$ cat src/aes_pkg.sv
package aes_pkg;

	localparam int block_bits = 128;
	localparam int key_bits = 256;
	localparam int max_round_keys = 15;
	localparam int round_addr_bits = 4;

	localparam logic [round_addr_bits-1:0] rounds_128 = 4'd10;
	localparam logic [round_addr_bits-1:0] rounds_256 = 4'd14;

	localparam logic [7:0] rcon_table [10] = '{
		8'h01, 8'h02, 8'h04, 8'h08, 8'h10, 8'h20, 8'h40, 8'h80, 8'h1b, 8'h36
	};

	// Forward S-box, entry 0 in the top byte.
	localparam logic [2047:0] sbox_table = {
		128'h637c777bf26b6fc53001672bfed7ab76,
		128'hca82c97dfa5947f0add4a2af9ca472c0,
		128'hb7fd9326363ff7cc34a5e5f171d83115,
		128'h04c723c31896059a071280e2eb27b275,
		128'h09832c1a1b6e5aa0523bd6b329e32f84,
		128'h53d100ed20fcb15b6acbbe394a4c58cf,
		128'hd0efaafb434d338545f9027f503c9fa8,
		128'h51a3408f929d38f5bcb6da2110fff3d2,
		128'hcd0c13ec5f974417c4a77e3d645d1973,
		128'h60814fdc222a908846eeb814de5e0bdb,
		128'he0323a0a4906245cc2d3ac629195e479,
		128'he7c8376d8dd54ea96c56f4ea657aae08,
		128'hba78252e1ca6b4c6e8dd741f4bbd8b8a,
		128'h703eb5664803f60e613557b986c11d9e,
		128'he1f8981169d98e949b1e87e9ce5528df,
		128'h8ca1890dbfe6426841992d0fb054bb16
	};

	function automatic logic [7:0] sbox(input logic [7:0] b);
		return sbox_table[(255 - int'(b)) * 8 +: 8];
	endfunction

	function automatic logic [31:0] sub_word(input logic [31:0] w);
		logic [31:0] r;
		for (int i = 0; i < 4; i++)
			r[8*i +: 8] = sbox(w[8*i +: 8]);
		return r;
	endfunction

	// Byte 0 of a word is its top byte, so this moves it to the bottom.
	function automatic logic [31:0] rot_word(input logic [31:0] w);
		return {w[23:0], w[31:24]};
	endfunction

	// The state is column major with byte 0 in the top eight bits.
	function automatic logic [block_bits-1:0] shift_rows(input logic [block_bits-1:0] s);
		logic [block_bits-1:0] r;
		for (int c = 0; c < 4; c++)
			for (int row = 0; row < 4; row++)
				r[127 - 8*(4*c + row) -: 8] = s[127 - 8*(4*((c + row) % 4) + row) -: 8];
		return r;
	endfunction

	function automatic logic [7:0] xtime(input logic [7:0] b);
		return {b[6:0], 1'b0} ^ (b[7] ? 8'h1b : 8'h00);
	endfunction

	function automatic logic [block_bits-1:0] mix_columns(input logic [block_bits-1:0] s);
		logic [block_bits-1:0] r;
		logic [31:0] col;
		logic [7:0] a0, a1, a2, a3;
		for (int c = 0; c < 4; c++) begin
			col = s[127 - 32*c -: 32];
			a0 = col[31:24];
			a1 = col[23:16];
			a2 = col[15:8];
			a3 = col[7:0];
			r[127 - 32*c -: 32] = {
				xtime(a0) ^ xtime(a1) ^ a1 ^ a2 ^ a3,
				a0 ^ xtime(a1) ^ xtime(a2) ^ a2 ^ a3,
				a0 ^ a1 ^ xtime(a2) ^ xtime(a3) ^ a3,
				xtime(a0) ^ a0 ^ a1 ^ a2 ^ xtime(a3)
			};
		end
		return r;
	endfunction

endpackage

$ cat src/round_key_mem.sv
module round_key_mem (
	input  logic                                clk,
	input  logic                                wr_en,
	input  logic [aes_pkg::round_addr_bits-1:0] wr_addr,
	input  logic [aes_pkg::block_bits-1:0]      wr_data,
	input  logic [aes_pkg::round_addr_bits-1:0] rd_addr,
	output logic [aes_pkg::block_bits-1:0]      rd_data
);

	logic [aes_pkg::block_bits-1:0] mem [aes_pkg::max_round_keys];

	always_ff @(posedge clk) begin
		if (wr_en)
			mem[wr_addr] <= wr_data;
	end

	// The cipher sees the key for its current round in the same cycle.
	assign rd_data = mem[rd_addr];

	assert property (@(posedge clk)
		wr_en |-> wr_addr < aes_pkg::max_round_keys);

endmodule

$ cat config.mk
export PLATFORM = sky130hd
export DESIGN_NAME = round_key_mem
export DESIGN_NICKNAME = d
export VERILOG_FILES = /design/src/aes_pkg.sv /design/src/round_key_mem.sv
export SDC_FILE = /design/constraint.sdc
export NUM_CORES = 2
export LEC_CHECK = 0
export BUFFER_PORTS_ARGS = -buffer_cell sky130_fd_sc_hd__buf_2
export CORE_UTILIZATION = 46
export DETAILED_ROUTE_END_ITERATION = 10
export PLACE_DENSITY = 0.66
export SLEW_MARGIN = 20
export SYNTH_ARGS = -nofsm -noshare
export SYNTH_HDL_FRONTEND = slang
export SYNTH_SLANG_ARGS = --single-unit
$ cat constraint.sdc
create_clock -name clk -period 11.73 [get_ports clk]
set_input_delay 2.346 -clock clk [delete_from_list [all_inputs] [get_ports clk]]
set_output_delay 2.346 -clock clk [all_outputs]
set_load 0.01 [all_outputs]
==> results.txt <==
outcome = finished, final reports clean
Rel. slew slack = 28.8%
Sink Count = 1920
Synth Cell Area = 73100 µm²
Period minus WS final = 8.07 ns
gpl congestion = 0.738
worst slew pin tran = 1.07 ns
Final Hold Vio Count = 0
Die Area = 161000 µm²
synthesized instance count = 3554
Hold Crit Start = wr_data[123]
setup bufs post-CTS = 0
area leader, netlist = edfxtp_1
Post-Synth XOR/XNOR Area = 0%
vias in the first global route = 36400
max_cap viols = 0
Routed Antenna Nets = 0
final-report max-slew violation count = 0
WP data required = 9.38 ns
post-route clock period utilization = 68.8%
initial core utilization = 46.6%
CTS buffer count = 192
post-synthesis simple-gate area fraction = 1.98%
fraction of the mapped netlist area in compound gates = 4.30%
Syn Nets = 3692
syn avg cell area = 20.6 µm²
first-pass GRT wire length = 251000 µm
Worst Path Max Fanout = 66
RSZ-0062 raised after global routing = false
Final Core Density = 52.9%
DR WL/cell = 28.3 µm
drt drc = 0
Chip Height = 401 µm
DP Area = 76700 µm²
Seq cells post-synth = 1920
drt via density = 5.84
max reg flops = 1920
maximum clock path buffer count = 3
initial drt markers = 3323
LEAKAGE = 27.1 nW
count of unique library cells instantiated by Yosys = 30
CTS root buffer = clkbuf_16
total iterations of the first detailed-routing run = 5
Setup CP Type = in2out
TritonCTS clock tree = built
CTS Hold Bufs = 0
GRT Total Usage = 21.6%
worst vdd ir = 0.137 mV
DR vias = 35700
most frequent cells in the layout = edfxtp_1 (1920), mux2i_1 (360), mux4_2 (268), buf_2 (262), clkbuf_16 (192)
initial antenna violation count = 31
core area = 157000 µm²
port bufs = 265
total negative setup slack = 0 ns
biggest regs = mem (1920)
CTS resizes = 0
Hold Crit Class = in2reg
fillers = 12000
Flop pwr share = 53.1%
hold_ws = 1.87 ns
Synth-to-Final Area Change = 13.6%
commonest non-fill, non-tap cell in the layout = edfxtp_1
# rows = 145
Post-DP HPWL = 89200 µm
switching power total = 3.15 mW
Ys Warns = 0
Reg with most FFs = mem
internal power = 11.4 mW
Switching Share = 21.7%
FF+latch area = 57700 µm²
H-tree levels = 4
Post-Route WL = 173000 µm
post-synthesis sequential area ratio = 78.9%
synth top area cells = edfxtp_1 (79%), mux4_2 (8.3%), mux2i_1 (4.9%)
Power Density = 175 nW/µm²
clock-pin slew on the worst setup and hold paths = 0.06 ns
Synth Area in Adders = 0%
I/O pin count = 266
design area = 83000 µm²
multi-input logic area = 14400 µm²
share of cells above drive strength 1 = 22.3%
total grt overflow = 0
Arr. time, crit path = 5.72 ns
Clock Power Share = 41.5%
Synth top area share = 78.9%
nets = 4019
fmax = 124 MHz
Gate power share = 5.4%
crit path launch = rd_addr[1]
largest net degree at the start of global routing = 117
crit start category = input pin
multiplexer share of the synthesized area = 13.2%
largest family of logic cells by synthesized area = multiplexers
Die W = 401 µm
Final Setup Violations = 0
crit end category = output port
[synthesized netlist by cell type (all sizes together)]
cell type,instances
a21oi,12
a22oi,128
a31oi,116
and2b,1
buf,137
clkbuf,70
clkinv,1
edfxtp,1920
inv,2
mux2i,360
mux4,268
nand2,130
nand2b,122
nand3,1
nand3b,2
nor2,32
nor2b,1
nor3,4
o211ai,12
o21ai,116
o22ai,116
or2,2
or3b,1
[worst paths after layout]
| kind | slack [ns] | cells past startpoint | end |
|---|---|---|---|
| hold / removal | 1.87 | 1 | mem[9][123]$_DFFE_PP_ |
| setup / recovery | 3.66 | 8 | rd_data[126] |
[power groups by stage]
stage / Sequential, mW / Clock [mW] / Combinational [mW]
5_1_grt: 7.73 / 6.40 / 0.843
2_1_floorplan: 7.87 / 0 / 0.450
4_1_cts: 7.72 / 6.14 / 0.796
3_3_place_gp: 7.86 / 0 / 0.785
3_5_place_dp: 7.87 / 0 / 0.794
6_report: 7.72 / 6.03 / 0.783
[stage by stage]
step                      cells  setup slack, ns  total power [mW]
after global routing       6102             3.46              15.0
final                      6112             3.66              14.5
after global placement     5743             3.55              8.64
after detailed placement   5744             3.56              8.66
after CTS                  6096             3.56              14.7
after floorplan            3554             2.92              8.32
[worst max-delay path, cell delays in order]
cell and delay [ns]:
buf_8 0.44, buf_4 0.65, nand2b_4 0.68, buf_4 0.72, o22ai_1 0.18, a31oi_1 0.18
o21ai_1 0.12, buf_2 0.19
[final cells by class]
type,instances,share of cell area (%)
clock inverters,117,1.53
repair buffers,340,2.54
inverters,3,0.0226
flip-flops and latches,1920,69.4
diodes,15,0.0452
well taps,2058,3.10
clock buffers,235,5.98
multi-input cells,1424,17.3
[kinds of logic (layout without fill, tap and decap cells)]
group | Yosys count | in the layout
other | 0 | 15
muxes | 628 | 628
DFF | 1920 | 1920
AOI/OAI and AO/OA | 500 | 500
buffers and inverters | 210 | 695
and+or+nand+nor | 296 | 296
[layer usage]
metal	part of all wire, %	track usage, %	vias to the layer above
li1	-	-	15400
met1	41	29.4	18800
met2	49	35.0	1241
met3	7.3	4.74	250
met4	2.2	5.88	24
met5	0.080	0	-
(Power assumes the default switching activity.)
